===== config.mk =====
export PLATFORM = sky130hd
export DESIGN_NAME = hwag_top
export DESIGN_NICKNAME = d
export VERILOG_FILES = /design/src/hdl/hwag_pkg.sv /design/src/hdl/hwag_top.sv /design/src/hdl/angle_gen.sv /design/src/hdl/tooth_tracker.sv /design/src/hdl/hwag_regs.sv /design/src/hdl/vr_input_filter.sv /design/src/hdl/cmp_counter.sv
export VERILOG_INCLUDE_DIRS = /design/src /design/src/hdl
export SDC_FILE = /design/constraint.sdc
export NUM_CORES = 1
export LEC_CHECK = 0
export ABC_AREA = 1
export BUFFER_PORTS_ARGS = -buffer_cell sky130_fd_sc_hd__buf_2
export CAP_MARGIN = 10
export CORE_ASPECT_RATIO = 1.1
export CORE_MARGIN = 2
export CORE_UTILIZATION = 55
export DETAILED_ROUTE_END_ITERATION = 7
export HOLD_SLACK_MARGIN = 0.08
export PLACE_DENSITY = 0.72
export SYNTH_ARGS = -nofsm -noshare
export SYNTH_HDL_FRONTEND = slang
export SYNTH_HIERARCHICAL = 1
export SYNTH_SLANG_ARGS = --single-unit

===== constraint.sdc =====
create_clock -name clk -period 6.2 [get_ports clk]
set_input_delay 0.93 -clock clk [delete_from_list [all_inputs] [get_ports clk]]
set_output_delay 0.93 -clock clk [all_outputs]
set_load 0.01 [all_outputs]

===== src/hdl/hwag_defines.svh =====
// Widths, register map and constants of the crank angle generator
// Included by the package and by every block that decodes addresses or limits
`ifndef HWAG_DEFINES_SVH
`define HWAG_DEFINES_SVH

// Period counter and capture width
`define HWAG_PCNT_W 24

// Last angle value before the counter wraps
`define HWAG_ACNT_TOP 3839

// A gap period must exceed this many normal periods
`define HWAG_GAP_RATIO 2

// Plain configuration registers
`define HWAG_A_SFCR  8'h00
`define HWAG_A_MINL  8'h01
`define HWAG_A_MINH  8'h02
`define HWAG_A_MAXL  8'h03
`define HWAG_A_MAXH  8'h04
`define HWAG_A_THNB  8'h05
`define HWAG_A_STWD  8'h06

// Set/clear pairs, flags and live values
`define HWAG_A_CSR   8'h40
`define HWAG_A_CCR   8'h41
`define HWAG_A_IESR  8'h42
`define HWAG_A_IECR  8'h43
`define HWAG_A_IFR   8'h44
`define HWAG_A_PCNTL 8'h45
`define HWAG_A_PCNTH 8'h46
`define HWAG_A_THVL  8'h47

`endif

===== src/hdl/hwag_pkg.sv =====
// Shared types of the angle generator
// Imported by every block that carries bus, configuration or event signals
`default_nettype none

`include "hwag_defines.svh"

package hwag_pkg;

  typedef logic [15:0] hwag_word_t;

  // Counter widths
  typedef logic [`HWAG_PCNT_W-1:0] pcnt_t;
  typedef logic [7:0]  tcnt_t;
  typedef logic [21:0] scnt_t;
  typedef logic [18:0] tckc_t;
  typedef logic [23:0] acnt_t;

  // Single-cycle host access
  typedef struct packed {
    logic       we;
    logic       re;
    logic [7:0] addr;
    hwag_word_t wdata;
  } hwag_bus_req_t;

  // Decoded register contents
  typedef struct packed {
    logic       cape;
    logic       edges;
    logic       sflte;
    hwag_word_t sfcr;
    pcnt_t      min_period;
    pcnt_t      max_period;
    tcnt_t      thnb;
    logic [3:0] stwd;
  } hwag_cfg_t;

  // Event pulses, bit 0 is the lowest field and matches the IFR layout
  typedef struct packed {
    logic sync_err;
    logic gap_point;
    logic pcnt_ovf;
    logic tooth_edge;
  } hwag_irq_t;

endpackage

`default_nettype wire


===== src/hdl/hwag_top.sv =====
// Top level of the crank angle generator
// Host bus and VR pin in, angle, sync state and interrupt out
`timescale 1ns/1ps
`default_nettype none

module hwag_top
  import hwag_pkg::*;
(
  input  wire logic          clk,
  input  wire logic          rst_n,
  input  wire logic          vr_in,
  input  wire hwag_bus_req_t bus,
  output hwag_word_t         rdata,
  output logic               vr_out,
  output logic               irq,
  output logic               started,
  output logic               acnt_top,
  output acnt_t              acnt
);

  hwag_cfg_t cfg;
  hwag_irq_t evt;
  hwag_irq_t trk_evt;
  pcnt_t     period;
  tcnt_t     tooth;
  logic      thvl_load;
  logic      edge0;
  logic      edge1;
  logic      gap_point_now;

  hwag_regs u_regs (
    .clk       (clk),
    .rst_n     (rst_n),
    .bus       (bus),
    .rdata     (rdata),
    .cfg       (cfg),
    .evt       (evt),
    .period    (period),
    .tooth     (tooth),
    .thvl_load (thvl_load),
    .irq       (irq)
  );

  vr_input_filter u_filter (
    .clk    (clk),
    .rst_n  (rst_n),
    .vr_in  (vr_in),
    .cfg    (cfg),
    .vr_out (vr_out),
    .edge0  (edge0),
    .edge1  (edge1)
  );

  tooth_tracker u_tracker (
    .clk           (clk),
    .rst_n         (rst_n),
    .edge0         (edge0),
    .cfg           (cfg),
    .thvl_load     (thvl_load),
    .thvl_data     (tcnt_t'(bus.wdata)),
    .period        (period),
    .tooth         (tooth),
    .started       (started),
    .gap_point_now (gap_point_now),
    .evt           (trk_evt)
  );

  // Tooth edge event comes from the filter
  assign evt.tooth_edge = edge0;
  assign evt.pcnt_ovf   = trk_evt.pcnt_ovf;
  assign evt.gap_point  = trk_evt.gap_point;
  assign evt.sync_err   = trk_evt.sync_err;

  angle_gen u_angle (
    .clk           (clk),
    .rst_n         (rst_n),
    .edge0         (edge0),
    .edge1         (edge1),
    .started       (started),
    .gap_point_now (gap_point_now),
    .cfg           (cfg),
    .period        (period),
    .tooth         (tooth),
    .acnt          (acnt),
    .acnt_top      (acnt_top)
  );

endmodule

`default_nettype wire


===== src/hdl/angle_gen.sv =====
// Crank angle interpolation between tooth edges
// Splits the last period into ticks and advances the angle on each tick
`timescale 1ns/1ps
`default_nettype none

`include "hwag_defines.svh"

module angle_gen
  import hwag_pkg::*;
(
  input  wire logic      clk,
  input  wire logic      rst_n,
  input  wire logic      edge0,
  input  wire logic      edge1,
  input  wire logic      started,
  input  wire logic      gap_point_now,
  input  wire hwag_cfg_t cfg,
  input  wire pcnt_t     period,
  input  wire tcnt_t     tooth,
  output acnt_t          acnt,
  output logic           acnt_top
);

  logic [4:0] shift;
  scnt_t      scnt;
  scnt_t      scnt_top;
  logic       scnt_at_top;
  logic       scnt_ena;
  tckc_t      tckc;
  tckc_t      tick_base;
  tckc_t      tick_lim;
  logic       tick_full;
  logic       tick;
  logic       acnt_at_top;

  assign shift     = {1'b0, cfg.stwd} + 5'd2;
  assign scnt_top  = scnt_t'(period >> shift);
  assign tick_base = tckc_t'(4) << cfg.stwd;

  // The gap spans three normal teeth
  assign tick_lim  = gap_point_now ? tick_base + (tick_base << 1) : tick_base;

  assign scnt_ena  = started & ~tick_full;
  assign tick      = scnt_ena & scnt_at_top;

  // Counts 1..top so one tick every scnt_top cycles
  cmp_counter #(.cnt_t(scnt_t)) u_scnt (
    .clk      (clk),
    .rst_n    (rst_n),
    .ena      (scnt_ena),
    .clr      (~started),
    .load     (edge0 | tick),
    .load_val (scnt_t'(1)),
    .top      (scnt_top),
    .count    (scnt),
    .at_top   (scnt_at_top)
  );

  // Ticks this tooth, holds the angle once the limit is reached
  cmp_counter #(.cnt_t(tckc_t)) u_tckc (
    .clk      (clk),
    .rst_n    (rst_n),
    .ena      (tick),
    .clr      (edge0 | ~started),
    .load     (1'b0),
    .load_val (tckc),
    .top      (tick_lim),
    .count    (tckc),
    .at_top   (tick_full)
  );

  cmp_counter #(.cnt_t(acnt_t)) u_acnt (
    .clk      (clk),
    .rst_n    (rst_n),
    .ena      (tick),
    .clr      (tick & acnt_at_top),
    .load     (~started | edge1),
    .load_val (acnt_t'(tooth) << shift),
    .top      (acnt_t'(`HWAG_ACNT_TOP)),
    .count    (acnt),
    .at_top   (acnt_at_top)
  );

  assign acnt_top = tick & acnt_at_top;

endmodule

`default_nettype wire


===== src/hdl/tooth_tracker.sv =====
// Tooth period measurement, missing-tooth search and tooth counting
// Latches sync on the first valid gap and then checks each gap position
`timescale 1ns/1ps
`default_nettype none

`include "hwag_defines.svh"

module tooth_tracker
  import hwag_pkg::*;
(
  input  wire logic      clk,
  input  wire logic      rst_n,
  input  wire logic      edge0,
  input  wire hwag_cfg_t cfg,
  input  wire logic      thvl_load,
  input  wire tcnt_t     thvl_data,
  output pcnt_t          period,
  output tcnt_t          tooth,
  output logic           started,
  output logic           gap_point_now,
  output hwag_irq_t      evt
);

  pcnt_t pcnt;
  logic  pcnt_at_top;
  pcnt_t cap0;
  pcnt_t cap1;
  logic  cap_en;
  logic  start_hit;
  logic  tooth_step;
  logic  tooth_at_top;
  logic  gap_run;

  function automatic logic in_range(pcnt_t p, pcnt_t lo, pcnt_t hi);
    return (p >= lo) && (p <= hi);
  endfunction

  function automatic logic [31:0] scaled(pcnt_t p);
    return 32'(p) * `HWAG_GAP_RATIO;
  endfunction

  // Loads 1 on the edge so the captured value equals the cycle count
  cmp_counter #(.cnt_t(pcnt_t)) u_pcnt (
    .clk      (clk),
    .rst_n    (rst_n),
    .ena      (cfg.cape),
    .clr      (~cfg.cape),
    .load     (edge0),
    .load_val (pcnt_t'(1)),
    .top      ('1),
    .count    (pcnt),
    .at_top   (pcnt_at_top)
  );

  // No capture on the gap edge while synced
  assign cap_en = edge0 & cfg.cape & ~gap_point_now;

  always_ff @(posedge clk or negedge rst_n) begin
    if (!rst_n) begin
      cap0 <= '0;
      cap1 <= '0;
    end else if (!cfg.cape) begin
      cap0 <= '0;
      cap1 <= '0;
    end else if (cap_en) begin
      cap0 <= pcnt;
      cap1 <= cap0;
    end
  end

  // Checked on the two periods before the new one
  assign start_hit = edge0 & cfg.cape & ~started
                   & in_range(cap0, cfg.min_period, cfg.max_period)
                   & in_range(cap1, cfg.min_period, cfg.max_period)
                   & (32'(pcnt) > scaled(cap0))
                   & (32'(pcnt) > scaled(cap1));

  always_ff @(posedge clk or negedge rst_n) begin
    if (!rst_n) begin
      started <= 1'b0;
    end else if (!cfg.cape) begin
      started <= 1'b0;
    end else if (start_hit) begin
      started <= 1'b1;
    end
  end

  assign tooth_step = started & edge0;

  // Tooth zero follows the gap
  cmp_counter #(.cnt_t(tcnt_t)) u_tcnt (
    .clk      (clk),
    .rst_n    (rst_n),
    .ena      (tooth_step),
    .clr      (start_hit | (tooth_step & tooth_at_top)),
    .load     (thvl_load),
    .load_val (thvl_data),
    .top      (cfg.thnb),
    .count    (tooth),
    .at_top   (tooth_at_top)
  );

  assign gap_point_now = started & tooth_at_top;

  assign gap_run = tooth_step & (32'(pcnt) > scaled(cap0));

  assign period         = cap0;
  assign evt.tooth_edge = 1'b0;
  assign evt.pcnt_ovf   = pcnt_at_top & cfg.cape;
  assign evt.gap_point  = gap_run & tooth_at_top;
  assign evt.sync_err   = gap_run & ~tooth_at_top;

endmodule

`default_nettype wire


===== src/hdl/hwag_regs.sv =====
// Host register file with set/clear control, interrupt enables and flags
// Decodes single-cycle bus strobes and drives the configuration to all blocks
`timescale 1ns/1ps
`default_nettype none

`include "hwag_defines.svh"

module hwag_regs
  import hwag_pkg::*;
(
  input  wire logic          clk,
  input  wire logic          rst_n,
  input  wire hwag_bus_req_t bus,
  output hwag_word_t         rdata,
  output hwag_cfg_t          cfg,
  input  wire hwag_irq_t     evt,
  input  wire pcnt_t         period,
  input  wire tcnt_t         tooth,
  output logic               thvl_load,
  output logic               irq
);

  hwag_word_t sfcr_q;
  hwag_word_t minl_q;
  hwag_word_t minh_q;
  hwag_word_t maxl_q;
  hwag_word_t maxh_q;
  hwag_word_t thnb_q;
  hwag_word_t stwd_q;
  hwag_word_t csr_q;
  hwag_word_t ier_q;
  hwag_word_t ifr_q;
  hwag_word_t ifr_set;
  hwag_word_t ifr_clr;
  logic [3:0] evt_bits;

  always_ff @(posedge clk or negedge rst_n) begin
    if (!rst_n) begin
      sfcr_q <= '0;
      minl_q <= '0;
      minh_q <= '0;
      maxl_q <= '0;
      maxh_q <= '0;
      thnb_q <= '0;
      stwd_q <= '0;
      csr_q  <= '0;
      ier_q  <= '0;
    end else if (bus.we) begin
      case (bus.addr)
        `HWAG_A_SFCR: sfcr_q <= bus.wdata;
        `HWAG_A_MINL: minl_q <= bus.wdata;
        `HWAG_A_MINH: minh_q <= bus.wdata;
        `HWAG_A_MAXL: maxl_q <= bus.wdata;
        `HWAG_A_MAXH: maxh_q <= bus.wdata;
        `HWAG_A_THNB: thnb_q <= bus.wdata;
        `HWAG_A_STWD: stwd_q <= bus.wdata;
        // Only bits written as 1 change
        `HWAG_A_CSR:  csr_q  <= csr_q | bus.wdata;
        `HWAG_A_CCR:  csr_q  <= csr_q & ~bus.wdata;
        `HWAG_A_IESR: ier_q  <= ier_q | bus.wdata;
        `HWAG_A_IECR: ier_q  <= ier_q & ~bus.wdata;
        default: ;
      endcase
    end
  end

  // Flags latch enabled events, a new event wins over a write-1 clear
  assign evt_bits = evt;
  assign ifr_set  = {12'd0, evt_bits & ier_q[3:0]};
  assign ifr_clr  = (bus.we && bus.addr == `HWAG_A_IFR) ? bus.wdata : '0;

  always_ff @(posedge clk or negedge rst_n) begin
    if (!rst_n) begin
      ifr_q <= '0;
    end else begin
      ifr_q <= (ifr_q & ~ifr_clr) | ifr_set;
    end
  end

  assign irq = |ifr_q;

  always_ff @(posedge clk or negedge rst_n) begin
    if (!rst_n) begin
      rdata <= '0;
    end else if (bus.re) begin
      case (bus.addr)
        `HWAG_A_SFCR:  rdata <= sfcr_q;
        `HWAG_A_MINL:  rdata <= minl_q;
        `HWAG_A_MINH:  rdata <= minh_q;
        `HWAG_A_MAXL:  rdata <= maxl_q;
        `HWAG_A_MAXH:  rdata <= maxh_q;
        `HWAG_A_THNB:  rdata <= thnb_q;
        `HWAG_A_STWD:  rdata <= stwd_q;
        `HWAG_A_CSR,
        `HWAG_A_CCR:   rdata <= csr_q;
        `HWAG_A_IESR,
        `HWAG_A_IECR:  rdata <= ier_q;
        `HWAG_A_IFR:   rdata <= ifr_q;
        `HWAG_A_PCNTL: rdata <= period[15:0];
        `HWAG_A_PCNTH: rdata <= {8'd0, period[23:16]};
        `HWAG_A_THVL:  rdata <= {8'd0, tooth};
        default:       rdata <= '0;
      endcase
    end
  end

  assign thvl_load = bus.we && (bus.addr == `HWAG_A_THVL);

  assign cfg.cape       = csr_q[0];
  assign cfg.edges      = csr_q[1];
  assign cfg.sflte      = csr_q[2];
  assign cfg.sfcr       = sfcr_q;
  assign cfg.min_period = pcnt_t'({minh_q, minl_q});
  assign cfg.max_period = pcnt_t'({maxh_q, maxl_q});
  assign cfg.thnb       = thnb_q[7:0];
  assign cfg.stwd       = stwd_q[3:0];

endmodule

`default_nettype wire


===== src/hdl/vr_input_filter.sv =====
// Synchroniser, glitch filter and edge selection for the VR sensor pin
// Produces the filtered level and one-cycle active and opposite edge pulses
`timescale 1ns/1ps
`default_nettype none

module vr_input_filter
  import hwag_pkg::*;
(
  input  wire logic      clk,
  input  wire logic      rst_n,
  input  wire logic      vr_in,
  input  wire hwag_cfg_t cfg,
  output logic           vr_out,
  output logic           edge0,
  output logic           edge1
);

  logic [1:0] sync_q;
  logic       filt_q;
  logic       out_q;
  hwag_word_t stab_cnt;
  logic       rise;
  logic       fall;

  always_ff @(posedge clk or negedge rst_n) begin
    if (!rst_n) begin
      sync_q   <= '0;
      filt_q   <= 1'b0;
      stab_cnt <= '0;
      out_q    <= 1'b0;
    end else begin
      sync_q <= {sync_q[0], vr_in};
      out_q  <= vr_out;
      if (!cfg.sflte) begin
        filt_q   <= sync_q[1];
        stab_cnt <= '0;
      end else if (sync_q[1] == filt_q) begin
        // Level bounced back so the count restarts
        stab_cnt <= '0;
      end else if (stab_cnt == cfg.sfcr) begin
        // New level held for sfcr+1 cycles
        filt_q   <= sync_q[1];
        stab_cnt <= '0;
      end else begin
        stab_cnt <= stab_cnt + 1'b1;
      end
    end
  end

  assign vr_out = filt_q & cfg.cape;

  assign rise = vr_out & ~out_q;
  assign fall = ~vr_out & out_q;

  // edges set means the falling edge is the tooth edge
  assign edge0 = cfg.edges ? fall : rise;
  assign edge1 = cfg.edges ? rise : fall;

endmodule

`default_nettype wire


===== src/hdl/cmp_counter.sv =====
// Up counter with clear, load and compare against a top value
// Shared by the period, tooth, divider, tick and angle counters
`timescale 1ns/1ps
`default_nettype none

module cmp_counter #(
  parameter type cnt_t = logic [7:0]
) (
  input  wire logic clk,
  input  wire logic rst_n,
  input  wire logic ena,
  input  wire logic clr,
  input  wire logic load,
  input  wire cnt_t load_val,
  input  wire cnt_t top,
  output cnt_t      count,
  output logic      at_top
);

  // Clear beats load, load beats increment
  always_ff @(posedge clk or negedge rst_n) begin
    if (!rst_n) begin
      count <= '0;
    end else if (clr) begin
      count <= '0;
    end else if (load) begin
      count <= load_val;
    end else if (ena) begin
      count <= count + 1'b1;
    end
  end

  assign at_top = (count == top);

endmodule

`default_nettype wire


==> flow_summary.json <==
{
  "dp_hpwl_um": 56400,
  "post_cts_buffers": 0,
  "grt-ovfl-total": 0,
  "min_period_ns": 5.32,
  "cts_hold_buffers": 0,
  "syn_inst": 3896,
  "drt-total-wl_um": 78500,
  "worst_hold_path_type": "flop to flop",
  "via_count": 25400,
  "avgSynthCellArea_um2": 6.73,
  "max_cap_violations": 0,
  "rsz0062_at_grt": "no",
  "critPathKind": "flop to flop",
  "antennaDiodeCount": 0,
  "tightestPinTransition_ns": 1.25,
  "clk-insertion-delay-late_ns": 0.61,
  "p_int_mw": 4.03,
  "dieHeight_um": 233,
  "p_per_area_nw_per_um2": 195,
  "dieArea_um2": 49400,
  "portBuffers": 72,
  "dp_slack_ns": 0.943,
  "setup_slack_ns": 0.883,
  "ioPinCount": 73,
  "core_um2": 46800,
  "ys_warn_count": 6,
  "switching_share": 0.276,
  "drt_iter0_drc": 2838,
  "peakVddDrop_v": 0.000233,
  "area_delta_synth_final_pct": 8.93,
  "crit_fanout": 34,
  "first_global_vias": 23100,
  "report.final.slew_viol_count": 0,
  "cp.arrival_ns": 5.76,
  "grt_max_degree": 125,
  "cts_root_buf": "clkbuf_16",
  "antenna_found_initial": 0,
  "htree_levels": 2,
  "setup_viol": 0,
  "critPathLaunchType": "flop",
  "cts_tree": "done",
  "maxSlewHeadroom": 0.161,
  "fin_skew_ns": 0.0397,
  "p_clk_frac": 0.471,
  "power_switching_mw": 1.53,
  "cp-end-kind": "flop",
  "numCtsBuffers": 41,
  "p_leak_nw": 14.2,
  "ant_nets": 0,
  "drive_gt1_frac": 0.0841,
  "fmax_ghz": 0.188,
  "wl_per_cell_um": 16.9,
  "initial_utilization": 0.560,
  "worstPathRequired_ns": 6.64,
  "clockBufferDepth": 3,
  "grt_pass1_wl_um": 125000,
  "numClockSinks": 342,
  "drc": 0,
  "nets": 4160,
  "post_cts_resized": 0,
  "syn-cell-area_um2": 26200,
  "dr.pass1.iters": 5,
  "fin_tns_setup_ns": 0,
  "hold_viol_final": 0,
  "status": "complete, no violations",
  "p_comb_frac": 0.105,
  "grt_usage": 0.321,
  "p_seq_frac": 0.425,
  "rows": 83,
  "hold_slack_ns": 0.353,
  "post-route-period-util": 0.858,
  "clk_pin_slew_ns": 0.06,
  "die-width_um": 212,
  "vias_per_cell": 5.47,
  "finalWeightedCongestion": 0.953
}
## path summary, 6_finish.rpt
kind	start	slack [ns]	endpoint	depth (start not counted)
max in group asynchronous	rst_n	4.40	u_angle/u_acnt/count[3]	2
worst min register to register	u_filter/sync_q[0]	0.35	u_filter/sync_q[1]	0
worst min-delay path	u_filter/sync_q[0]	0.35	u_filter/sync_q[1]	0
min in group asynchronous	rst_n	0.37	u_regs/rdata[11]	1
worst max-delay path	u_tracker/u_tcnt/count[0]	0.88	u_angle/u_scnt/count[3]	22
worst max register to register	u_tracker/u_tcnt/count[0]	0.88	u_angle/u_scnt/count[3]	22
## per-stage QoR
| stage | std cells | area [µm²] | util | total power [mW] |
|---|---|---|---|---|
| after floorplan | 4000 | 26600 | - | 2.78 |
| after global placement | 4569 | 27100 | 0.578 | 2.96 |
| after detailed placement | 4569 | 27100 | 0.578 | 2.97 |
| after CTS | 4644 | 28500 | 0.610 | 5.58 |
| after global routing | 4644 | 28500 | 0.610 | 5.77 |
| final | 4644 | 28500 | 0.610 | 5.56 |
## power by group through the flow
stage / clock, mW / sequential [mW] / combinational [mW]
floorplan: 0 / 2.37 / 0.409
global placement: 0 / 2.40 / 0.566
finish: 2.61 / 2.36 / 0.582
detailed placement: 0 / 2.40 / 0.572
global route: 2.74 / 2.37 / 0.658
CTS: 2.64 / 2.36 / 0.575
## routing by layer
layer,vias to the layer above,track usage,part of all wire
li1,12500,-,-
met1,11800,0.438,0.43
met2,943,0.529,0.47
met3,145,0.0375,0.069
met4,0,0.109,0.030
met5,-,0,0
## registers in the layout, summed over array words and instances (netlist names), 19 cells and up, named ones only
register,count
u_angle/u_tckc/count,19
u_tracker/cap1,24
u_angle/u_acnt/count,24
u_tracker/u_pcnt/count,24
u_angle/u_scnt/count,22
u_tracker/period,24
## critical path, stage by stage (launching register included)
cell	delay (ns)
dfrtp_1	0.58
xnor2_1	0.18
nand4_1	0.11
nor2_1	0.28
nand2_1	0.09
buf_4	0.24
inv_1	0.32
clkinv_1	0.36
a211oi_1	0.32
inv_1	0.07
or2_2	0.27
nand3_1	0.08
nor3_1	0.04
nand3_1	0.06
nor2_1	0.07
nor2_1	0.18
nand2_1	0.11
nand2_1	0.33
clkinv_1	0.87
nor2_1	0.30
nor2_1	0.07
o21ai_0	0.08
o21ai_0	0.12
## layout make-up
class	instances	area, µm²
fillers	4557	18300
multi-input cells	3057	15500
flip-flops and latches	342	8560
inverters	441	1660
clock buffers	59	1220
well taps	637	797
repair buffers	92	533
clock inverters	16	244
## placed cells by master (no fill, tap or decap), types with 9 or more instances in the layout
cell type and instances:
nand2_1 1125, nor2_1 465, nand3_1 410, inv_1 406, dfrtp_1 342, o21ai_0 225, ha_1 156, conb_1 108
a21oi_1 74, buf_2 71, xor2_1 67, xnor2_1 64, o21ai_1 54, nand4_1 50, nand2_2 42, clkbuf_16 41
nor2_2 32, o22ai_1 32, inv_2 31, nor2_4 26, nor3_1 24, buf_4 19, or2_2 17, o21a_1 15
clkbuf_8 13, mux2_2 10, o31ai_1 9
Power figures use the tool's default switching activity.
